[config.mk]
export PLATFORM = sky130hd
export DESIGN_NAME = axi_mem_rd_flat
export DESIGN_NICKNAME = d
export VERILOG_FILES = /design/src/axi_mem_pkg.sv /design/src/mem_port_if.sv /design/src/axi_mem_rd.sv /design/src/flat_wrapper.sv
export VERILOG_INCLUDE_DIRS = /design/src
export SDC_FILE = /design/constraint.sdc
export NUM_CORES = 1
export LEC_CHECK = 0
export ABC_AREA = 1
export BUFFER_PORTS_ARGS = -buffer_cell sky130_fd_sc_hd__buf_2
export CAP_MARGIN = 20
export CORE_ASPECT_RATIO = 1.4
export CORE_MARGIN = 5
export CORE_UTILIZATION = 59
export DETAILED_ROUTE_END_ITERATION = 8
export PLACE_DENSITY = 0.92
export SYNTH_ARGS = -nofsm -noshare
export SYNTH_HDL_FRONTEND = slang
export SYNTH_SLANG_ARGS = --single-unit
[constraint.sdc]
create_clock -name clk -period 3.7 [get_ports clk]
set_input_delay 0.185 -clock clk [delete_from_list [all_inputs] [get_ports clk]]
set_output_delay 0.185 -clock clk [all_outputs]
set_load 0.005 [all_outputs]
[src/axi_mem_defs.svh]
`ifndef AXI_MEM_DEFS_SVH
`define AXI_MEM_DEFS_SVH

// Bus widths
`define AXI_MEM_ADDR_W 16
`define AXI_MEM_DATA_W 16
`define AXI_MEM_ID_W 4

// RAM word address bits, the depth is a power of two
`define AXI_MEM_DEPTH_LOG2 10

// Response codes
`define AXI_MEM_RESP_OKAY 2'd0
`define AXI_MEM_RESP_SLVERR 2'd2

// Burst codes that are carried out
`define AXI_MEM_BURST_FIXED 2'd0
`define AXI_MEM_BURST_INCR 2'd1

`endif
[src/axi_mem_pkg.sv]
`include "axi_mem_defs.svh"

package axi_mem_pkg;

  // AXI payload fields
  typedef logic [`AXI_MEM_ADDR_W-1:0] addr_t;
  typedef logic [`AXI_MEM_DATA_W-1:0] data_t;
  typedef logic [`AXI_MEM_DATA_W/8-1:0] strb_t;
  typedef logic [`AXI_MEM_ID_W-1:0] id_t;
  typedef logic [7:0] len_t;
  typedef logic [1:0] burst_t;
  typedef logic [1:0] resp_t;

  // RAM word index
  typedef logic [`AXI_MEM_DEPTH_LOG2-1:0] word_addr_t;

  typedef enum logic [1:0] {
    wr_idle,
    wr_data,
    wr_resp
  } wr_state_t;

  typedef enum logic {
    rd_idle,
    rd_burst
  } rd_state_t;

endpackage

[src/mem_port_if.sv]
`timescale 1ns/1ps

interface mem_port_if
  import axi_mem_pkg::*;
();

  logic       en;
  logic       we;
  word_addr_t addr;
  data_t      wdata;
  strb_t      wstrb;
  data_t      rdata;

  // Write engine side
  modport wr (output en, output we, output addr, output wdata, output wstrb);

  // Read engine side, rdata arrives one cycle after en
  modport rd (output en, output addr, input rdata);

  modport ram (input en, input we, input addr, input wdata, input wstrb, output rdata);

endinterface

[src/axi_mem_rd.sv]
`timescale 1ns/1ps
`include "axi_mem_defs.svh"

module axi_mem_rd
  import axi_mem_pkg::*;
(
  input  logic   clk,
  input  logic   rst_n,

  input  logic   arvalid,
  input  id_t    arid,
  input  addr_t  araddr,
  input  len_t   arlen,
  input  burst_t arburst,
  output logic   arready,

  output logic   rvalid,
  output id_t    rid,
  output data_t  rdata,
  output resp_t  rresp,
  output logic   rlast,
  input  logic   rready,

  mem_port_if.rd mem
);

  localparam int byte_shift = $clog2(`AXI_MEM_DATA_W / 8);

  rd_state_t  state;
  id_t        id_q;
  word_addr_t addr_q;
  burst_t     burst_q;
  len_t       len_q;
  resp_t      resp_q;
  logic [8:0] issue_cnt;
  len_t       dlv_cnt;
  logic       ram_vld;
  logic       skid_vld;
  data_t      skid_data;
  data_t      out_data;
  data_t      ram_data;
  logic       ar_fire;
  logic       issue;
  logic       pop;
  logic       out_free;

  assign arready  = (state == rd_idle);
  assign ar_fire  = arvalid && arready;
  assign pop      = rvalid && rready;
  assign out_free = !rvalid || rready;

  // Reads stop while the output beat is stalled
  assign issue = (state == rd_burst) && (issue_cnt <= {1'b0, len_q}) && out_free;

  assign mem.en   = issue && (resp_q == `AXI_MEM_RESP_OKAY);
  assign mem.addr = addr_q;

  // Error bursts return zero
  assign ram_data = (resp_q == `AXI_MEM_RESP_OKAY) ? mem.rdata : '0;

  assign rid   = id_q;
  assign rresp = resp_q;
  assign rdata = out_data;
  assign rlast = rvalid && (dlv_cnt == len_q);

  always_ff @(posedge clk) begin
    if (!rst_n) begin
      state    <= rd_idle;
      rvalid   <= 1'b0;
      ram_vld  <= 1'b0;
      skid_vld <= 1'b0;
    end else begin
      ram_vld <= issue;
      if (out_free) begin
        rvalid   <= skid_vld || ram_vld;
        skid_vld <= skid_vld && ram_vld;
      end else if (ram_vld) begin
        skid_vld <= 1'b1;
      end
      case (state)
        rd_idle: begin
          if (ar_fire) begin
            state <= rd_burst;
          end
        end
        rd_burst: begin
          if (pop && rlast) begin
            state <= rd_idle;
          end
        end
        default: state <= rd_idle;
      endcase
    end
  end

  // Burst context, counters and the data path
  always_ff @(posedge clk) begin
    if (ar_fire) begin
      id_q      <= arid;
      addr_q    <= word_addr_t'(araddr >> byte_shift);
      burst_q   <= arburst;
      len_q     <= arlen;
      issue_cnt <= '0;
      dlv_cnt   <= '0;
      if (arburst == `AXI_MEM_BURST_FIXED || arburst == `AXI_MEM_BURST_INCR) begin
        resp_q <= `AXI_MEM_RESP_OKAY;
      end else begin
        resp_q <= `AXI_MEM_RESP_SLVERR;
      end
    end
    if (issue) begin
      issue_cnt <= issue_cnt + 9'd1;
      if (burst_q == `AXI_MEM_BURST_INCR) begin
        addr_q <= addr_q + 1'b1;
      end
    end
    if (pop) begin
      dlv_cnt <= dlv_cnt + 8'd1;
    end
    // Skid beat goes first, it is older than the RAM beat
    if (out_free) begin
      if (skid_vld) begin
        out_data <= skid_data;
      end else if (ram_vld) begin
        out_data <= ram_data;
      end
    end
    if (ram_vld && (!out_free || skid_vld)) begin
      skid_data <= ram_data;
    end
  end

endmodule

[src/flat_wrapper.sv]
// flat-port wrapper written by rule: the top's interface ports become plain ports
module axi_mem_rd_flat import axi_mem_pkg::*;
  (clk, rst_n, arvalid, arid, araddr, arlen, arburst, arready, rvalid, rid, rdata, rresp, rlast, rready, mem_en, mem_addr, mem_rdata);
  mem_port_if mem_i ();
  input  logic clk;
  input  logic rst_n;
  input  logic arvalid;
  input  id_t arid;
  input  addr_t araddr;
  input  len_t arlen;
  input  burst_t arburst;
  output logic arready;
  output logic rvalid;
  output id_t rid;
  output data_t rdata;
  output resp_t rresp;
  output logic rlast;
  input  logic rready;
  output wire logic [$bits(mem_i.en)-1:0] mem_en;
  output wire logic [$bits(mem_i.addr)-1:0] mem_addr;
  input wire logic [$bits(mem_i.rdata)-1:0] mem_rdata;
  assign mem_en = mem_i.en;
  assign mem_addr = mem_i.addr;
  assign mem_i.rdata = mem_rdata;
  axi_mem_rd u_core (.clk(clk), .rst_n(rst_n), .arvalid(arvalid), .arid(arid), .araddr(araddr), .arlen(arlen), .arburst(arburst), .arready(arready), .rvalid(rvalid), .rid(rid), .rdata(rdata), .rresp(rresp), .rlast(rlast), .rready(rready), .mem(mem_i));
endmodule
== After elaboration in Yosys (flattened, before gate mapping) ==
Index checks and enable logic that the tools add are counted.
Operators by class
  bitwise operators: 1
  shift operators: 0
  reduce and logical (&&, ||, !) cells: 22
  $mul: 0
  mux-type cells: 16
  add/subtract/negate cells: 3
  magnitude comparators: 1
  divide/modulo/power cells: 0
  equality and inequality tests: 3
Operator list (count)
  $mux W16: 3
  $mux W10: 3
  $mux W9: 2
  $mux W8: 2
  $add A10 B1 Y10 const B: 1
  $add A9 B1 Y9 const B: 1
  $le A9 B8 Y1: 1
  $logic_and A1 B1 Y1: 9
  $add A8 B1 Y8 const B: 1
  $eq A8 B8 Y1: 1
  $reduce_bool A2 Y1: 4
  $eq A2 B1 Y1 const B: 2
  $logic_not A2 Y1: 2
  $logic_or A1 B1 Y1: 4
  $mux W1: 4
  $logic_not A1 Y1: 2
  $mux W2: 1
  $pmux W1 S2: 1
  $reduce_and A2 Y1: 1
  $not A1 Y1: 1
Word-level totals
  bits in writable memories: 0
  output and inout port bits: 36
  bits of input ports: 50
  bits in latches: 0
  ROM bits: 0
  memories kept: 0
  bits in registers: 79

== Logic depth before layout (Yosys ltp) ==
Gate-level depths: netlist (run 1).
  depth after elaboration: 5
  gate-level depth with buffers: 13
  depth with buffers taken out: 12

== Least setup slack after synthesis (run 1) ==
Ideal clock, no wire load.
  kind: register to register
  start: reg u_core.rvalid
  end: reg u_core.skid_data[0], enable pin
  clock period less this slack: 1.936 ns
  buffers on the path: 0
  cell stages (with the launch flop): 5
  setup time: 0.396 ns
  arrival: 1.540 ns
  required time: 3.304 ns
  path slack: 1.764 ns
  path through: dfxtp_1 inv_1 nor2_1 inv_1 a21oi_1
Between the ends
  word-level cells in the longest chain between the ends: 5
RTL lines
  start, declared: line axi_mem_rd.sv:17  | output logic rvalid,
  start signal, assigned: line axi_mem_rd.sv:75  | rvalid <= skid_vld || ram_vld;
  $logic_not A1 Y1: line axi_mem_rd.sv:50  | assign out_free = !rvalid || rready;
  $logic_or A1 B1 Y1: line axi_mem_rd.sv:50
  $logic_not A1 Y1: line axi_mem_rd.sv:128  | if (ram_vld && (!out_free || skid_vld)) begin
  $logic_or A1 B1 Y1: line axi_mem_rd.sv:128
  $logic_and A1 B1 Y1: line axi_mem_rd.sv:128
  end signal, assigned: line axi_mem_rd.sv:129  | skid_data <= ram_data;
  end, declared: line axi_mem_rd.sv:39  | data_t skid_data;
No other way between the ends.
A chain may end at the register's enable or synchronous reset.

== Final worst setup path (run 1) ==
  start: reg u_core.issue_cnt[2]
  end: out mem_en
Between the ends
  word-level cells in the longest chain between the ends: 4
RTL lines
  start, declared: line axi_mem_rd.sv:35  | logic [8:0] issue_cnt;
  start signal, assigned: line axi_mem_rd.sv:112  | issue_cnt <= issue_cnt + 9'd1;
  $le A9 B8 Y1: line axi_mem_rd.sv:53  | assign issue = (state == rd_burst) && (issue_cnt <= {1'b0, len_q}) && out_free;
  $logic_and A1 B1 Y1 (2 in a row): line axi_mem_rd.sv:53
  $logic_and A1 B1 Y1: line axi_mem_rd.sv:55  | assign mem.en = issue && (resp_q == `AXI_MEM_RESP_OKAY);
  end, declared: line flat_wrapper.sv:19  | output wire logic [$bits(mem_i.en)-1:0] mem_en;
No other way between the ends.

==> summary.md, run 1 <==
| Metric | Value |
|---|---|
| Status | finished clean |
| Net Switching | ~0.6 mW |
| Final net count | 597 |
| Placed inst area | approximately 0.0044 mm2 |
| Post-CTS Resized | 0 |
| DR pass1 iterations | 5 |
| Maxcap violations | 0 |
| Clock share of power | 30.0% |
| Critical Path RT | ~3.5 ns |
| Yosys cell types | 32 |
| Fraction of layout cells with a size suffix above 1 | 22.2% |
| Synth top area cells | edfxtp_1, nand2_1, dfxtp_1 |
| Clock Tree Buf Depth | 2 |
| Worst VDD drop | 0.225 mV |
| FF+latch count, synth | 78 |
| Highest net fanout along the worst path | 22 |
| Final hold vios | 0 |
| Die area | 0.00848 mm2 |
| First-pass GRT wire length | 13800 um |
| CP arrival | between 2 and 2.5 ns |
| H-tree depth | 3 |
| CORE AREA | 0.00657 mm2 |
| Total CTS buffers | 9 |
| Largest net degree at the start of global routing | 31 |
| Vias in the first global route | about 3100 |
| Antenna Nets Post-Route | 0 |
| Slowest CP cell | edfxtp_1 |
| Achievable Freq | 384 MHz |
| Port bufs | 78 |
| Comb pwr share | between 15 and 20% |
| Measured slew at the worst slew-check pin | between 0.8 and 0.9 ns |
| CTS sink cnt | 78 |
| CTS tree | done |
| Total gr overflow | 0 |
| Hold-fix buffers at CTS | 5 |
| Area leader, netlist | edfxtp_1 |
| Post-synth top area share | 48.5% |
| Share of async-settable or async-resettable flops after synthesis | 0% |
| Slew HR | approximately 44% |
| IO Count | 86 |
| Row Count | 35 |
| Top FF cell, synth | edfxtp_1 |
| Sequential-to-total area share from yosys stat | 55.6% |
| Horiz. Die Dim | between 70 and 80 um |
| Register share of total power | 53.7% |
| Sw Ratio | approximately 30% |
| Pwr dens | 428 mW/mm2 |
| Top cells by count, synth | nand2_1, edfxtp_1, inv_1, nor2_1, nand3_1 |
| Number of synthesized flops with an enable pin | 64 |
| Post-synth net total | 507 |
| Static Leak | ~2.2 nW |
| Antenna cell count | 0 |
| Clk slew on worst S/H paths | 0.08 ns |
| Bufs and invs on worst path | 1 |
| Die Ht | 107 um |
| Slew Viols, Final | 0 |
| Period minus WS final | 2.60 ns |
| Int Pwr | 1.40 mW |
| Worst hold path class | primary input to flop |
| Fillers | 471 |
| Final non-filler cell total | 615 |
| PnR worst setup slack | 1.10 ns |
| FF+latch area | 0.00220 mm2 |
| Syn Area/Cell | 8.88 um2 |
| RePlAce Congestion | between 0.8 and 0.9 |
| Initial Util | 60.3% |
| Final HPWL DP | 6150 um |
| Fin Clk Skew | ~0.015 ns |
| Iteration-0 DRC Markers | between 300 and 400 |
| Worst setup path class | flop to output pin |
| Antenna violations before repair | 0 |
| Setup Buffers After CTS | 0 |
| DR WL/cell | 14.2 um |
| Top Family by Delay on Critical Path | simple AND/OR/NAND/NOR gates |
| Vias per cell | between 5 and 6 |
| CP Capture Type | output pin |
| Clock root cell | clkbuf_8 |
| Synth warn | 0 |
| Routed Wire Length | 8700 um |
| CP cell instances | ha_1 -> nand2_1 -> nor2_2 -> nand2_1 -> nand3_1 -> nand2_1 -> nand2_1 -> nand2_2 -> nand2_4 -> nor2_1 -> buf_2 |
| Multi-input gate area | 0.00143 mm2 |
| Final period utilization | 70.4% |
| Layout area overhead | 18.3% |
| Clk Latency, worst-skew pair | 0.36 ns |
| Final Hold Slack | ~0.022 ns |
| Post-Place Setup Slack | 1.35 ns |
| RSZ-0062 raised after global routing | false |
| DRC violations left | 0 |
| Max stage delay on crit path | 0.49 ns |
| Most frequent cell after synthesis | nand2_1 |
| Via count | between 3000 and 4000 |
| Post-Layout Inst Area | ~0.0047 mm2 |
| Final setup fails | 0 |
| Total negative slack | 0 ns |
| Synth Instances | roughly 450 |
| Total GRT Usage | 20.9% |
| Placed instance count | 586 |
| Cell repeated most along the worst path | nand2_1 |
| Power Total | ~2 mW |
| Util after Layout | 71.3% |
| Cell Area, Synth | 0.00396 mm2 |
| Element type at the critical path start | flop |
[power by group through the flow]
stage | clock network, mW | logic, mW | registers, mW
6_report | 0.600 | 0.328 | 1.08
5_1_grt | 0.647 | 0.373 | 1.08
4_1_cts | 0.608 | 0.317 | 1.07
3_5_place_dp | 0 | 0.311 | 1.09
3_3_place_gp | 0 | 0.294 | 1.09
2_1_floorplan | 0 | 0.224 | 1.08
[final cells by class]
cell class                      count  share of cell area (%)
Clock buffer                        9                    2.64
Clock inverter                      7                    1.34
Inverter                           63                    5.15
Multi-Input combinational cell    291                    30.5
Sequential cell                    78                    47.0
Tap cell                           74                    1.98
Timing Repair Buffer               93                    11.4
[kinds of logic after synthesis]
logic type               synth area share [%]
AO/OA/AOI/OAI                            3.73
XOR/XNOR                                 2.43
adder cells (fa/ha/maj)                  3.47
buffers and inverters                    8.37
flip-flops                               55.6
other                                  0.0947
AND/OR/NAND/NOR                          26.3
[routing by layer]
layer / routed length, um / track usage, % / vias to the layer above
li1: - / - / 1603
met4: 210 / 8.97 / 0
met5: 0 / 0 / -
met1: 3280 / 23.5 / 1495
met2: 4570 / 36.7 / 170
met3: 645 / 5.63 / 25
[worst register-to-register path: stages (launching register included)]
cell and delay, ns:
edfxtp_1 0.49, ha_1 0.39, nand2_1 0.13, nor2_2 0.07
nand2_1 0.06, nand3_1 0.06, nand2_1 0.06, nand2_1 0.05
nand2_2 0.22, nand2_4 0.22, nand2_1 0.37
[flip-flops by register name (all words and copies together), names as in the netlist]
signal	cells
u_core.state	1
u_core.skid_vld	1
u_core.ram_vld	1
u_core.rdata	16
u_core.burst_q	2
u_core.issue_cnt	9
u_core.rresp	1
u_core.rvalid	1
u_core.mem.addr	10
u_core.skid_data	16
u_core.rid	4
u_core.len_q	8
u_core.dlv_cnt	8
[path summary, 6_finish.rpt]
check                             end  cells after the start  slack [ns]           startpoint
hold / removal          u_core.rid[3]                      1        0.02              arid[3]
setup reg to reg  u_core.issue_cnt[3]                     10        1.25  u_core.issue_cnt[2]
hold reg to reg          u_core.state                      2        0.48         u_core.state
setup / recovery               mem_en                     11        1.10  u_core.issue_cnt[2]
[cell usage in the layout (no fill, tap or decap), types with 3 or more instances in the layout]
cell type      count
o21ai_0            7
nand3_1           27
o21ai_2            4
buf_2             78
xnor2_1            4
dfxtp_1           14
clkbuf_8           9
nand4_1            6
nor2_1            45
xor2_1             7
nand2_2            7
nor2_4             3
inv_1             60
edfxtp_1          64
dlygate4sd3_1     13
o21ai_1            3
inv_6              5
nor2_2             3
ha_1              11
nand2_1          143
a21oi_1           10
Power figures use the tool's default switching activity.
==> run 2, diff against run 1 <==
--- a/config.mk
+++ b/config.mk
@@ -11,9 +11,9 @@
 export CAP_MARGIN = 20
 export CORE_ASPECT_RATIO = 1.4
 export CORE_MARGIN = 5
-export CORE_UTILIZATION = 59
+export CORE_UTILIZATION = 49
 export DETAILED_ROUTE_END_ITERATION = 8
-export PLACE_DENSITY = 0.92
+export PLACE_DENSITY = 0.82
 export SYNTH_ARGS = -nofsm -noshare
 export SYNTH_HDL_FRONTEND = slang
 export SYNTH_SLANG_ARGS = --single-unit
==> constraint.sdc (replaced) <==
create_clock -name clk -period 2.2 [get_ports clk]
set_input_delay 0.11 -clock clk [delete_from_list [all_inputs] [get_ports clk]]
set_output_delay 0.11 -clock clk [all_outputs]
set_load 0.005 [all_outputs]
==> run 2 against run 1 <==
Against the previous run: count of clock-buffer cells in the layout is 2 higher; largest power group unchanged; critical path depth down 2; combinational power is 80% higher; power grew 78%; first-iteration DRC count fell by 17%; utilization shrank 9.2 points; worst setup slack worse by 0.97 ns; routed wire length increased by 0.18%; global-route usage is 3.3 points lower; flip-flop and latch count stayed put.
==> summary.md, run 2 (same netlist as run 1, synthesis figures left out) <==
| Metric | Value |
|---|---|
| Critical Path RT | 2.09 ns |
| Die Ht | 116 um |
| Placed inst area | about 0.0044 mm2 |
| Metal-1 WL | approximately 3500 um |
| Worst hold path class | primary input to flop |
| Horiz. Die Dim | 86.0 um |
| DR pass1 iterations | 5 |
| Met3 wire length | 425 um |
| Antenna violations before repair | 0 |
| Post-Layout Inst Area | 0.00487 mm2 |
| Clk Latency, worst-skew pair | 0.36 ns |
| Critical path launch point | u_core.issue_cnt[6] |
| IO Count | 86 |
| Total gr overflow | 0 |
| Clock Tree Buf Depth | 2 |
| Clock root cell | clkbuf_8 |
| Row Count | 38 |
| Initial Util | 50.5% |
| CORE AREA | 0.00785 mm2 |
| RePlAce Congestion | 0.886 |
| Antenna cell count | 0 |
| Total GRT Usage | 17.6% |
| Highest net fanout along the worst path | 6 |
| Port bufs | 78 |
| Iteration-0 DRC Markers | 302 |
| Via count | 3270 |
| Vias in the first global route | 3105 |
| DR WL met2 | 4570 um |
| Layout area overhead | 23.0% |
| Worst VDD drop | just under 0.4 mV |
| CTS tree | done |
| Maxcap violations | 0 |
| Largest net degree at the start of global routing | 31 |
| Most common cell after layout, fill and taps aside | nand2_1 |
| CP arrival | 1.96 ns |
| DRC violations left | 0 |
| Vias per cell | approximately 5 |
| Antenna Nets Post-Route | 0 |
| Final setup fails | 0 |
| Slew Viols, Final | 0 |
| Period minus WS final | just over 2 ns |
| Final HPWL DP | between 6000 and 7000 um |
| Static Leak | ~2.3 nW |
| CTS sink cnt | 78 |
| Status | finished clean |
| Final Hold Slack | 0.0352 ns |
| Die area | 0.0100 mm2 |
| Achievable Freq | 482 MHz |
| Power Total | 3.56 mW |
| H-tree depth | 3 |
| Total CTS buffers | 9 |
| First-pass GRT wire length | 13800 um |
| Pwr dens | roughly 730 mW/mm2 |
| Fin Clk Skew | around 0.011 ns |
| PnR worst setup slack | 0.127 ns |
| Most frequent cells in the layout | nand2_1, buf_2, edfxtp_1 |
| Fraction of layout cells with a size suffix above 1 | 23.9% |
| Slew HR | 55.1% |
| Clk slew on worst S/H paths | 0.08 ns |
| Min-delay src | rst_n |
| CP Capture Type | output pin |
| Routed Wire Length | 8720 um |
| Post-Place Setup Slack | 0.248 ns |
| Element type at the critical path start | flop |
| Worst setup path class | flop to output pin |
| Reg2Reg Launch Point | u_core.issue_cnt[6] |
| R2r setup slk | approximately 0.18 ns |
| Total negative slack | 0 ns |
| Final hold vios | 0 |
| Final period utilization | 94.2% |
| Measured slew at the worst slew-check pin | approximately 0.67 ns |
| Top layer in use | met4 |
| DR WL/cell | roughly 13 um |
| Final net count | 609 |
-- run 2: layer usage --
layer  track usage (%)  vias up
met5                 0        -
met4              8.03        0
met3              3.11       18
met2              31.2      103
met1              20.6     1524
li1                  -     1625
-- run 2: power breakdown --
| group | total [mW] | switching [mW] | internal [mW] |
|---|---|---|---|
| clock | 1.17 | 0.524 | 0.644 |
| sequential | 1.81 | 0.101 | 1.70 |
| combinational | 0.589 | 0.342 | 0.246 |
-- run 2: final cells by class --
class / instances / area [um2]
clock buffer: 11 / 131
clock inverter: 5 / 85.1
fill: 635 / 2970
inverter: 63 / 241
multi-input combinational: 292 / 1470
sequential: 78 / 2200
tap: 100 / 125
timing repair buffer: 104 / 621
-- run 2: per-stage QoR --
step / utilization, % / std cells
after detailed placement: 56.5 / 616
final: 62.1 / 653
after floorplan: - / 446
after global placement: 56.5 / 616
after global routing: 62.1 / 653
after CTS: 61.1 / 645
-- run 2: timing repair --
item                                    CTS  global route
endpoints found under the setup margin    1            10
setup buffers                             0             7
cloned                                    0             1
hold buffers                             14             0
endpoints found under the hold margin    15             0
gates resized for setup                   1             4
pin swaps                                 0             1
-- run 2: worst paths after layout --
path / depth (start not counted) / end
max: 9 / mem_en
min: 3 / u_core.skid_vld
max reg2reg: 8 / u_core.issue_cnt[0]
min reg2reg: 2 / u_core.state
-- run 2: worst max-delay path, cell delays in order (launching register included) --
cell,delay (ns)
edfxtp_1,0.45
ha_1,0.34
a21oi_1,0.13
nor2_1,0.05
nor2_1,0.13
nand2_2,0.09
nand2_4,0.11
nand2_8,0.07
nor2_1,0.11
buf_2,0.13
