[src/axi_mem_defs.svh]
`ifndef AXI_MEM_DEFS_SVH
`define AXI_MEM_DEFS_SVH

// Bus widths
`define AXI_MEM_ADDR_W 16
`define AXI_MEM_DATA_W 16
`define AXI_MEM_ID_W 4

// RAM word address bits, the depth is a power of two
`define AXI_MEM_DEPTH_LOG2 10

// Response codes
`define AXI_MEM_RESP_OKAY 2'd0
`define AXI_MEM_RESP_SLVERR 2'd2

// Burst codes that are carried out
`define AXI_MEM_BURST_FIXED 2'd0
`define AXI_MEM_BURST_INCR 2'd1

`endif
[src/axi_mem_pkg.sv]
`include "axi_mem_defs.svh"

package axi_mem_pkg;

  // AXI payload fields
  typedef logic [`AXI_MEM_ADDR_W-1:0] addr_t;
  typedef logic [`AXI_MEM_DATA_W-1:0] data_t;
  typedef logic [`AXI_MEM_DATA_W/8-1:0] strb_t;
  typedef logic [`AXI_MEM_ID_W-1:0] id_t;
  typedef logic [7:0] len_t;
  typedef logic [1:0] burst_t;
  typedef logic [1:0] resp_t;

  // RAM word index
  typedef logic [`AXI_MEM_DEPTH_LOG2-1:0] word_addr_t;

  typedef enum logic [1:0] {
    wr_idle,
    wr_data,
    wr_resp
  } wr_state_t;

  typedef enum logic {
    rd_idle,
    rd_burst
  } rd_state_t;

endpackage

[src/mem_port_if.sv]
`timescale 1ns/1ps

interface mem_port_if
  import axi_mem_pkg::*;
();

  logic       en;
  logic       we;
  word_addr_t addr;
  data_t      wdata;
  strb_t      wstrb;
  data_t      rdata;

  // Write engine side
  modport wr (output en, output we, output addr, output wdata, output wstrb);

  // Read engine side, rdata arrives one cycle after en
  modport rd (output en, output addr, input rdata);

  modport ram (input en, input we, input addr, input wdata, input wstrb, output rdata);

endinterface

[src/axi_mem_wr.sv]
`timescale 1ns/1ps
`include "axi_mem_defs.svh"

module axi_mem_wr
  import axi_mem_pkg::*;
(
  input  logic   clk,
  input  logic   rst_n,

  input  logic   awvalid,
  input  id_t    awid,
  input  addr_t  awaddr,
  input  len_t   awlen,
  input  burst_t awburst,
  output logic   awready,

  input  logic   wvalid,
  input  data_t  wdata,
  input  strb_t  wstrb,
  input  logic   wlast,
  output logic   wready,

  output logic   bvalid,
  output id_t    bid,
  output resp_t  bresp,
  input  logic   bready,

  mem_port_if.wr mem
);

  localparam int byte_shift = $clog2(`AXI_MEM_DATA_W / 8);

  wr_state_t  state;
  id_t        id_q;
  word_addr_t addr_q;
  burst_t     burst_q;
  resp_t      resp_q;
  logic       aw_fire;
  logic       w_fire;

  assign awready = (state == wr_idle);
  assign wready  = (state == wr_data);
  assign bvalid  = (state == wr_resp);
  assign bid     = id_q;
  assign bresp   = resp_q;

  assign aw_fire  = awvalid && awready;
  assign w_fire   = wvalid && wready;

  // RAM write lands on the same edge as the W transfer
  assign mem.en    = w_fire && (resp_q == `AXI_MEM_RESP_OKAY);
  assign mem.we    = mem.en;
  assign mem.addr  = addr_q;
  assign mem.wdata = wdata;
  assign mem.wstrb = wstrb;

  always_ff @(posedge clk) begin
    if (!rst_n) begin
      state <= wr_idle;
    end else begin
      case (state)
        wr_idle: begin
          if (aw_fire) begin
            state <= wr_data;
          end
        end
        wr_data: begin
          if (w_fire && wlast) begin
            state <= wr_resp;
          end
        end
        wr_resp: begin
          if (bready) begin
            state <= wr_idle;
          end
        end
        default: state <= wr_idle;
      endcase
    end
  end

  // Burst context and address stepping
  always_ff @(posedge clk) begin
    if (aw_fire) begin
      id_q     <= awid;
      addr_q   <= word_addr_t'(awaddr >> byte_shift);
      burst_q  <= awburst;
      if (awburst == `AXI_MEM_BURST_FIXED || awburst == `AXI_MEM_BURST_INCR) begin
        resp_q <= `AXI_MEM_RESP_OKAY;
      end else begin
        resp_q <= `AXI_MEM_RESP_SLVERR;
      end
    end else if (w_fire) begin
      if (burst_q == `AXI_MEM_BURST_INCR) begin
        addr_q <= addr_q + 1'b1;
      end
    end
  end

endmodule

[src/flat_wrapper.sv]
// flat-port wrapper written by rule: the top's interface ports become plain ports
module axi_mem_wr_flat import axi_mem_pkg::*;
  (clk, rst_n, awvalid, awid, awaddr, awlen, awburst, awready, wvalid, wdata, wstrb, wlast, wready, bvalid, bid, bresp, bready, mem_en, mem_we, mem_addr, mem_wdata, mem_wstrb);
  mem_port_if mem_i ();
  input  logic clk;
  input  logic rst_n;
  input  logic awvalid;
  input  id_t awid;
  input  addr_t awaddr;
  input  len_t awlen;
  input  burst_t awburst;
  output logic awready;
  input  logic wvalid;
  input  data_t wdata;
  input  strb_t wstrb;
  input  logic wlast;
  output logic wready;
  output logic bvalid;
  output id_t bid;
  output resp_t bresp;
  input  logic bready;
  output wire logic [$bits(mem_i.en)-1:0] mem_en;
  output wire logic [$bits(mem_i.we)-1:0] mem_we;
  output wire logic [$bits(mem_i.addr)-1:0] mem_addr;
  output wire logic [$bits(mem_i.wdata)-1:0] mem_wdata;
  output wire logic [$bits(mem_i.wstrb)-1:0] mem_wstrb;
  assign mem_en = mem_i.en;
  assign mem_we = mem_i.we;
  assign mem_addr = mem_i.addr;
  assign mem_wdata = mem_i.wdata;
  assign mem_wstrb = mem_i.wstrb;
  axi_mem_wr u_core (.clk(clk), .rst_n(rst_n), .awvalid(awvalid), .awid(awid), .awaddr(awaddr), .awlen(awlen), .awburst(awburst), .awready(awready), .wvalid(wvalid), .wdata(wdata), .wstrb(wstrb), .wlast(wlast), .wready(wready), .bvalid(bvalid), .bid(bid), .bresp(bresp), .bready(bready), .mem(mem_i));
endmodule
[config.mk]
export PLATFORM = sky130hd
export DESIGN_NAME = axi_mem_wr_flat
export DESIGN_NICKNAME = d
export VERILOG_FILES = /design/src/axi_mem_pkg.sv /design/src/mem_port_if.sv /design/src/axi_mem_wr.sv /design/src/flat_wrapper.sv
export VERILOG_INCLUDE_DIRS = /design/src
export SDC_FILE = /design/constraint.sdc
export NUM_CORES = 1
export LEC_CHECK = 0
export BUFFER_PORTS_ARGS = -buffer_cell sky130_fd_sc_hd__buf_2
export CAP_MARGIN = 25
export CORE_UTILIZATION = 37
export CTS_CLUSTER_SIZE = 12
export DETAILED_ROUTE_END_ITERATION = 8
export PLACE_DENSITY_LB_ADDON = 0.12
export SYNTH_ARGS = -nofsm -noshare
export SYNTH_HDL_FRONTEND = slang
export SYNTH_SLANG_ARGS = --single-unit
[constraint.sdc]
create_clock -name clk -period 2.12 [get_ports clk]
set_input_delay 0.424 -clock clk [delete_from_list [all_inputs] [get_ports clk]]
set_output_delay 0.424 -clock clk [all_outputs]
set_load 0.005 [all_outputs]
# Word level (Yosys, flattened, before mapping)
# Cells that the tools add are included.
[word_totals]
regBits = 20
latch_bits = 0
mem_bits_rw = 0
rom_bits = 0
input_bits = 54
out_inout_bits = 39
wordCells = 33
memories = 0
[classes]
n_addsub = 1
n_mul = 0
div = 0
order_cmp = 0
n_eq_ne = 7
shifts = 0
n_mux = 8
bitwise = 0
n_reduce_logical = 12
[op_table]
columns = ["operator", "n"]
rows = [
  ["2-to-1 mux 10 bit", 3],
  ["adder 10 x 1 -> 10 bit (second input constant)", 1],
  ["2-to-1 mux 2 bit", 4],
  ["== test 2 x 1 -> 1 bit (second input constant)", 3],
  ["logical NOT 2 bit", 3],
  ["case mux 2 bit (3 select lines)", 1],
  ["logical AND 1 bit", 4],
  ["inequality test 2 bit (second input constant)", 2],
  ["nonzero test 2 bit", 2],
  ["AND reduction 3 bit", 1],
  ["== test 2 bit (second input constant)", 1],
  ["inequality test 2 x 1 -> 1 bit (second input constant)", 1],
  ["AND reduction 2 bit", 1],
  ["logical OR 1 bit", 1],
]

# Logic depth before layout (Yosys ltp)
# Gate-level depths: netlist of the first run.
[depth]
depth_word = 5
mapped_depth = 6
ltp_nobuf = 4

# Worst setup path after synthesis of the first run
# Ideal clock, no wire load.
[synth_timing]
kind = "register -> register"
from = "register u_core.state[0]"
to = "register u_core.addr_q[0], in the netlist u_core.mem.addr[0] (enable)"
setup_time_ps = 380
arrival_ps = 1114
required_ps = 1740
slack_ps = 626
path_stages_with_launch = 4
n_path_buf = 1
period_less_slack_ps = 1494
cell_sequence = "dfxtp_1 > buf_2 > nand4b_1 > a21oi_1"
[synth_between]
elab_chain_cells = 4
word_cells_on_any_way = 7
cone_classes = "eq/ne (1); reduce/logical (6)"
[synth_rtl]
columns = ["item", "line_no", "rtl"]
rows = [
  ["start: declaration", "axi_mem_wr.sv:33", "wr_state_t state;"],
  ["start signal: assignment", "axi_mem_wr.sv:59", "state <= wr_idle;"],
  ["start signal: assignment", "axi_mem_wr.sv:64", "state <= wr_data;"],
  ["start signal: assignment", "axi_mem_wr.sv:69", "state <= wr_resp;"],
  ["== test 2 x 1 -> 1 bit or logical NOT 2 bit (tied branches)", "axi_mem_wr.sv:42, axi_mem_wr.sv:41", ""],
  ["logical AND 1 bit (on tied branches)", "axi_mem_wr.sv:48, axi_mem_wr.sv:47", ""],
  ["nonzero test 2 bit (no source line)", "-", ""],
  ["AND reduction 2 bit (no source line) *", "-", ""],
  ["end signal: assignment", "axi_mem_wr.sv:86", "addr_q <= word_addr_t'(awaddr >> byte_shift);"],
  ["end signal: assignment", "axi_mem_wr.sv:95", "addr_q <= addr_q + 1'b1;"],
  ["end: declaration", "axi_mem_wr.sv:35", "word_addr_t addr_q;"],
]
# Every way passes the cells marked *; elsewhere a longest branch is shown, timed or not.
# A chain may end at the register's enable or synchronous reset.

# Final worst setup path of the first run
[layout_timing]
from = "register u_core.state[0]"
to = "output mem_en"
[layout_between]
elab_chain_cells = 3
[layout_rtl]
columns = ["item", "line_no", "rtl"]
rows = [
  ["== test 2 x 1 -> 1 bit", "axi_mem_wr.sv:42", "assign wready = (state == wr_data);"],
  ["logical AND 1 bit", "axi_mem_wr.sv:48", "assign w_fire = wvalid && wready;"],
  ["logical AND 1 bit", "axi_mem_wr.sv:51", "assign mem.en = w_fire && (resp_q == `AXI_MEM_RESP_OKAY);"],
  ["end: declaration", "flat_wrapper.sv:22", "output wire logic [$bits(mem_i.en)-1:0] mem_en;"],
]
# Every way passes these cells.

==> results of run 1 <==
[flip-flops by register name, summed over array words and instances (netlist names)]
register         count
u_core.bid           4
u_core.bresp         1
u_core.burst_q       2
u_core.mem.addr     10
u_core.state         2
[kinds of logic (layout without fill, tap and decap cells)]
| group | count (synthesis) | count (layout) | synth area share, % |
|---|---|---|---|
| XOR/XNOR | 3 | 3 | 2.47 |
| AO/OA/AOI/OAI | 18 | 18 | 9.87 |
| adder cells (fa/ha/maj) | 1 | 1 | 1.17 |
| AND/OR/NAND/NOR | 34 | 34 | 17.6 |
| flip-flops | 19 | 19 | 51.7 |
| buffers and inverters | 27 | 50 | 16.8 |
| other | 1 | 1 | 0.352 |
[final cells by class]
class                   count  area (µm²)  area share, %
clock buffers               3        22.5           1.90
clock inverters             1        5.00          0.423
flip-flops and latches     19         551           46.5
well taps                  31        38.8           3.28
repair buffers             43         220           18.6
multi-input cells          57         335           28.3
inverters                   3        11.3          0.951
[layer usage]
layer / vias up / GRT usage [%]
met5: - / 0
met1: 354 / 17.2
met3: 20 / 3.02
li1: 389 / -
met4: 0 / 11.8
met2: 26 / 18.8
[path summary, 6_finish.rpt]
| check | end | slack (ns) | depth (start not counted) |
|---|---|---|---|
| max | mem_en | 0.37 | 3 |
| min | u_core.bid[3] | 0.30 | 1 |
| max reg2reg | u_core.mem.addr[6] | 0.52 | 4 |
| min reg2reg | u_core.state[0] | 0.60 | 1 |
[synth_stat cells (all sizes together)]
| cell type | instances |
|---|---|
| buf | 22 |
| edfxtp | 17 |
| nand2 | 8 |
| nor2 | 8 |
| o21ai | 7 |
| a31oi | 6 |
| nand3 | 5 |
| or3 | 4 |
| a21oi | 2 |
| clkbuf | 2 |
| dfxtp | 2 |
| inv | 2 |
| nand4b | 2 |
| o31ai | 2 |
| xor2 | 2 |
| and2 | 1 |
| and3b | 1 |
| clkinv | 1 |
| conb | 1 |
| ha | 1 |
| nand2b | 1 |
| nand4 | 1 |
| nor2b | 1 |
| o211ai | 1 |
| or3b | 1 |
| or4 | 1 |
| xnor2 | 1 |
[critical path, stage by stage, from the launching register on]
cell and delay (ns):
dfxtp_1 0.51, nor2b_1 0.21, and3b_1 0.20, buf_2 0.12
[stage by stage]
step | hold slack [ns] | util [%] | power (µW) | worst slack, ns
CTS | 0.284 | 43.3 | 820 | 0.370
global placement | 0.561 | 42.3 | 630 | 0.530
global route | 0.282 | 43.3 | 855 | 0.286
floorplan | 0.523 | - | 592 | 0.626
finish | 0.301 | 43.3 | 804 | 0.369
detailed placement | 0.565 | 42.3 | 635 | 0.508
[power groups by stage]
stage	clock [µW]	sequential, µW	combinational (µW)
finish	180	486	138
global route	206	491	158
CTS	193	486	141
detailed placement	0	494	141
global placement	0	492	138
floorplan	0	488	104
==> impl_metrics.csv, run 1 <==
group,metric,value,unit
outcome,outcome,"finished, final reports clean",
layout,finalNonFillerCells,157,
route,dr.pass1.iters,3,
setup_path,end_kind,"primary output",
route,wl_met2,941,µm
layout,final_area,1180,µm²
setup_path,crit_type,"reg2out",
pwr,share_comb_of_total_power,17.1,%
setup_path,cp_max_fo,10,
clocking,cts_sinks,19,
route,via_per_inst,5.03,
placement,place_hpwl,1500,µm
route,drt_wl_total,2050,µm
placement,gp_congestion,0.693,
clocking,clock_latency,0.29,ns
yosys,syn_area_per_cell,10.3,µm²
yosys,syn_inst,103,
grt,grt_max_degree,15,
setup_path,start_kind,"register",
die,rows,19,
setup_path,cp_data_arrival_time,1.33,ns
job,cap_viol_max_count,0,
layout,final_nets,182,
route,wl_met1,885,µm
sta,finalCritPeriodShare,82.6,%
die,chipHeight,55.6,µm
die,core,2730,µm²
grt,track_usage,13.4,%
grt,grt_pass1_wl,3150,µm
yosys,yosys-top-cells-area,"edfxtp_1, buf_4, dfxtp_1",
grt,antenna_found_initial,0,
clocking,htree_levels,1,
pwr,cellPowerDensity,679,nW/µm²
clocking,root_buffer,"clkbuf_4",
yosys,syn_nets,158,
die,start_util,38.9,%
setup_path,startpoint,"u_core.state[0]",
yosys,ys_ff_latch,19,
min_path,min_from,"awid[3]",
grt,first_global_vias,696,
die,die_w,55.6,µm
placement,place_area,1160,µm²
placement,portBuffers,41,
layout,mostFrequentLayoutCells,"buf_2, edfxtp_1, nor2_1, nand2_1, o21ai_0",
pwr,pwr-share-seq,60.4,%
min_path,hold_class,"in2reg",
yosys,ys_seq_area_share,51.7,%
clocking,numCtsBuffers,3,
sta,finClkSkew,0.00435,ns
sta,fin_setup_tns,0,ns
setup_path,r2r_start,"u_core.mem.addr[0]",
pwr,peakVddDrop,0.000404,V
clocking,post_cts_buffers,0,
pwr,sw_frac_of_total,26.5,%
yosys,ys_warn_count,0,
clocking,clockBufferDepth,2,
setup_path,worstPathRequired,1.70,ns
layout,area_growth,11.2,%
pwr,power.leakage,0.000490,µW
pwr,p_sw,213,µW
pwr,power.internal,590,µW
clocking,ctsResizeCount,0,
sta,min_period,1.75,ns
layout,n_antenna_cell,0,
placement,dp.cells,153,
layout,drive_gt1_share,40.5,%
die,dieArea,3100,µm²
route,drtIter0Drc,40,
yosys,yosys.area.top_type,"edfxtp_1",
route,final_antenna_net_count,0,
yosys,yosys.area.top_type_share,47.9,%
route,via_count,789,
clocking,tritoncts,"done",
sta,drv_slew,0,
route,wl_per_cell,13.1,µm
yosys,syn_area,1060,µm²
die,io_pins,93,
yosys,synth_cell_types,29,
route,drc,0,
pwr,clkPwrFrac,22.4,%
route,wl_met3,146,µm
route,top_layer,"met4",
sta,fmax,571,MHz
sta,rsz0062_at_grt,"false",
sta,finalSetupViolCount,0,
layout,final_common_cell,"buf_2",
sta,hold_violations,0,
clocking,hold_buffers,0,
layout,nFillCells,285,
grt,grt_overflow_total,0,
clocking,clkTransAtPathRegs,0.10,ns
No activity file was read; power rests on OpenSTA's default activity.
==> run 2: changes to the inputs <==
- CORE_UTILIZATION: 37 -> 34
- clock period: 2.12 -> 1.4 ns (I/O delays scaled with it)
==> impl_metrics.csv, run 2 (synthesis gave the netlist of run 1 again) <==
group,metric,value,unit
die,core,2850,µm²
route,drtIter0Drc,41,
route,via_per_inst,5.14,
die,die_w,58.0,µm
sta,holdWs,0.165,ns
clocking,root_buffer,"clkbuf_4",
outcome,failed_checks,"design-rule violations",
pwr,share_comb_of_total_power,26.7,%
layout,area_growth,37.0,%
placement,gp_congestion,0.735,
setup_path,worst-path-buf-inv,2,
grt,antenna_found_initial,0,
route,final_antenna_net_count,0,
pwr,power.total,1360,µW
layout,final_nets,202,
placement,place_hpwl,1680,µm
layout,largest_reg_flops,10,
layout,drive_gt1_share,56.8,%
setup_path,worstPathRequired,1.12,ns
route,via_count,910,
route,wl_per_cell,13.4,µm
setup_path,crit_family,"flip-flops",
sta,finalSetupViolCount,0,
sta,hold_violations,0,
setup_path,cp_data_arrival_time,1.12,ns
clocking,cts_sinks,19,
sta,finalCritPeriodShare,99.9,%
pwr,power.internal,997,µW
layout,multi_input_area,414,µm²
setup_path,cp.depth,4,
placement,dp.cells,169,
pwr,clkPwrFrac,19.8,%
pwr,power.leakage,0.000611,µW
setup_path,start_kind,"register",
layout,finalNonFillerCells,177,
clocking,numCtsBuffers,3,
pwr,peakVddDrop,0.000399,V
route,drt_wl_total,2360,µm
grt,track_usage,14.5,%
grt,first_global_vias,880,
setup_path,end_kind,"primary output",
setup_path,crit_path_max_incr_delay,0.34,ns
pwr,p_sw,364,µW
layout,nFillCells,265,
sta,drv_slew,0,
setup_path,path_cells,"buf_6 -> nor2b_4 -> and3b_1 -> buf_2",
setup_path,crit_type,"reg2out",
outcome,outcome,"finished, violations left",
setup_path,rr_worst_depth,5,
layout,regArea,553,µm²
clocking,htree_levels,1,
setup_path,crit_path_top_delay_cell,"dfxtp_2",
route,drc,3,
min_path,min_delay_path_depth,1,
grt,grt_overflow_total,0,
die,io_pins,93,
die,start_util,37.3,%
placement,portBuffers,41,
min_path,hold_class,"in2reg",
pwr,pwr-share-seq,53.4,%
clocking,tritoncts,"done",
die,dieArea,3360,µm²
pwr,sw_frac_of_total,26.8,%
grt,grt_pass1_wl,3760,µm
layout,n_antenna_cell,0,
grt,grt_max_degree,11,
sta,rsz0062_at_grt,"true",
clocking,clkTransAtPathRegs,0.11,ns
sta,finClkSkew,0.0151,ns
sta,fmax,715,MHz
clocking,clock_latency,0.30,ns
die,chipHeight,58.0,µm
layout,mostFrequentLayoutCells,"buf_2, edfxtp_1, buf_4",
sta,min_period,1.40,ns
die,rows,19,
setup_path,cp_max_fo,4,
clocking,clockBufferDepth,2,
layout,final_common_cell,"buf_2",
route,dr.pass1.iters,6,
job,cap_viol_max_count,0,
pwr,cellPowerDensity,933,nW/µm²
run 2: cell count changes in the layout (fill, tap and decap cells not counted), sizes merged:
cell    change
buf        +20
clkinv      -1
clkbuf      +1
run 2: per-stage QoR:
step	area (µm²)	utilization, %	setup WS, ns	setup TNS [ns]
5_1_grt	1460	51.1	-0.0825	-0.362
3_5_place_dp	1320	46.2	-0.0207	-0.121
4_1_cts	1410	49.5	-0.00757	-0.0160
3_3_place_gp	1320	46.2	-0.0130	-0.0523
6_report	1460	51.1	0.00195	0
2_1_floorplan	1100	-	-0.00793	-0.0171
run 2: per-layer routing:
| layer | track usage (%) | share of wire, % | up-vias |
|---|---|---|---|
| met4 | 7.48 | 1.6 | 0 |
| li1 | - | - | 433 |
| met5 | 0 | 0 | - |
| met3 | 3.35 | 7.4 | 10 |
| met1 | 17.8 | 43 | 429 |
| met2 | 23.8 | 48 | 38 |
run 2: what timing repair did:
item	CTS	global route
setup endpoints to repair	7	13
setup buffers	2	2
gates resized for setup	13	8
pin swaps	5	9
hold buffers	0	0
run 2: final timing paths:
kind                           start            endpoint  slack (ns)
hold reg to reg      u_core.state[0]     u_core.state[0]        0.69
setup reg to reg  u_core.mem.addr[0]  u_core.mem.addr[4]        0.02
hold / removal               awid[1]       u_core.bid[1]        0.16
setup / recovery     u_core.state[1]              mem_en       0.002
run 2: power by group through the flow:
stage / logic (µW) / clock network [µW] / registers, µW
6_report: 364 / 270 / 728
5_1_grt: 402 / 310 / 734
4_1_cts: 342 / 282 / 727
3_5_place_dp: 319 / 0 / 732
3_3_place_gp: 315 / 0 / 728
2_1_floorplan: 176 / 0 / 742
run 2: cell type report:
class | count | share of cell area, %
sequential | 19 | 37.9
timing repair buffer | 63 | 28.4
clock buffer | 4 | 1.80
inverter | 3 | 0.858
multi-input combinational | 57 | 28.4
tap | 31 | 2.66
==> run 3: changes to the inputs <==
- REMOVE_ABC_BUFFERS: not set -> 1
==> impl_metrics.csv, run 3 (synthesis gave the netlist of run 1 again) <==
group,metric,value,unit
outcome,outcome,"finished, violations left",
outcome,failed_checks,"design-rule violations, negative setup slack",
clocking,clockBufferDepth,2,
grt,antenna_found_initial,0,
pwr,cellPowerDensity,946,nW/µm²
grt,grt_max_degree,15,
clocking,clkTransAtPathRegs,0.11,ns
grt,grt_pass1_wl,3610,µm
layout,final_area,1400,µm²
layout,nFillCells,281,
layout,final_nets,198,
die,start_util,37.3,%
route,final_antenna_net_count,0,
route,via_per_inst,4.92,
die,core,2850,µm²
pwr,peakVddDrop,0.000533,V
die,rows,19,
layout,mostFrequentLayoutCells,"buf_2, edfxtp_1, buf_4",
min_path,hold_class,"in2reg",
route,drtIter0Drc,43,
layout,drive_gt1_share,54.2,%
placement,place_hpwl,1850,µm
route,via_count,851,
sta,rsz0062_at_grt,"true",
placement,pre_cts_ws,-0.0899,ns
pwr,power.leakage,0.000592,µW
layout,multi_input_area,399,µm²
setup_path,worstPathRequired,1.12,ns
route,drt_wl_total,2510,µm
setup_path,rr_worst_depth,4,
route,wl_per_cell,14.5,µm
route,drc,3,
pwr,power.total,1330,µW
sta,finalSetupViolCount,2,
die,chipHeight,58.0,µm
sta,hold_violations,0,
setup_path,end_kind,"primary output",
setup_path,r2r_start,"u_core.mem.addr[1]",
route,dr.pass1.iters,6,
setup_path,cp_data_arrival_time,1.13,ns
clocking,clock_latency,0.29,ns
grt,first_global_vias,769,
setup_path,reg2reg_slack,0.04,ns
sta,fin_setup_tns,-0.0202,ns
placement,place_area,1250,µm²
clocking,cts_sinks,19,
sta,drv_slew,0,
sta,finalCritPeriodShare,101,%
layout,largest_reg_flops,10,
layout,final_util,49.2,%
setup_path,crit_type,"reg2out",
placement,portBuffers,41,
placement,gp_congestion,0.729,
sta,setup_ws,-0.0106,ns
clocking,root_buffer,"clkbuf_4",
grt,track_usage,14.7,%
clocking,htree_levels,1,
layout,regArea,553,µm²
setup_path,startpoint,"u_core.state[0]",
die,dieArea,3360,µm²
layout,final_common_cell,"buf_2",
grt,grt_overflow_total,0,
setup_path,cp_max_fo,3,
setup_path,crit_end,"mem_we",
clocking,numCtsBuffers,3,
clocking,tritoncts,"done",
sta,finClkSkew,0.00101,ns
sta,min_period,1.41,ns
setup_path,start_kind,"register",
layout,n_antenna_cell,0,
setup_path,r2r_end,"u_core.mem.addr[9]",
layout,area_growth,31.8,%
sta,fmax,709,MHz
job,cap_viol_max_count,0,
die,die_w,58.0,µm
die,io_pins,93,
-- run 3: worst min-delay path by stage --
| stage | start | endpoint | cells after the start |
|---|---|---|---|
| after CTS | awburst[0] | u_core.burst_q[0] | 1 |
| after global placement | awid[0] | u_core.bid[0] | 1 |
| after global routing | awid[0] | u_core.bid[0] | 1 |
| after detailed placement | awburst[0] | u_core.burst_q[0] | 1 |
| final | awid[0] | u_core.bid[0] | 1 |
| after floorplan | awid[0] | u_core.bid[0] | 0 |
-- run 3: worst max-delay path, stage by stage (launching register included) --
cell     delay (ns)
dfxtp_2        0.34
buf_6          0.11
nor2b_4        0.11
and3b_1        0.16
buf_2          0.12
-- run 3: timing repair --
item,4_1_cts,5_1_grt
setup buffers,1,1
endpoints found under the hold margin,0,0
hold buffers,0,0
cloned,0,1
gates resized for setup,8,20
pin swaps,5,7
endpoints found under the setup margin,8,20
-- run 3: through the flow --
stage	hold slack (ns)	instances
after detailed placement	0.459	166
after floorplan	0.379	79
after CTS	0.144	171
after global placement	0.456	166
final	0.154	173
after global routing	0.136	173
-- run 3: power breakdown --
| part | total, µW | switching [µW] | internal (µW) |
|---|---|---|---|
| Clock | 275 | 169 | 106 |
| Sequential | 721 | 36.5 | 685 |
| Combinational | 332 | 152 | 179 |
| Total | 1330 | 358 | 970 |
-- run 3: final cells by class --
cell class | instances | area share [%]
clock buffers | 3 | 1.60
multi-input cells | 57 | 28.4
well taps | 31 | 2.76
clock inverters | 1 | 0.357
repair buffers | 59 | 26.6
flip-flops and latches | 19 | 39.4
inverters | 3 | 0.891
-- run 3: per-layer routing --
layer | vias up | track usage [%] | wire [µm]
met3 | 2 | 8.48 | 290
met5 | - | 4.76 | 0
met4 | 0 | 5.10 | 12
met1 | 383 | 20.5 | 1110
met2 | 41 | 18.4 | 1090
li1 | 425 | - | -
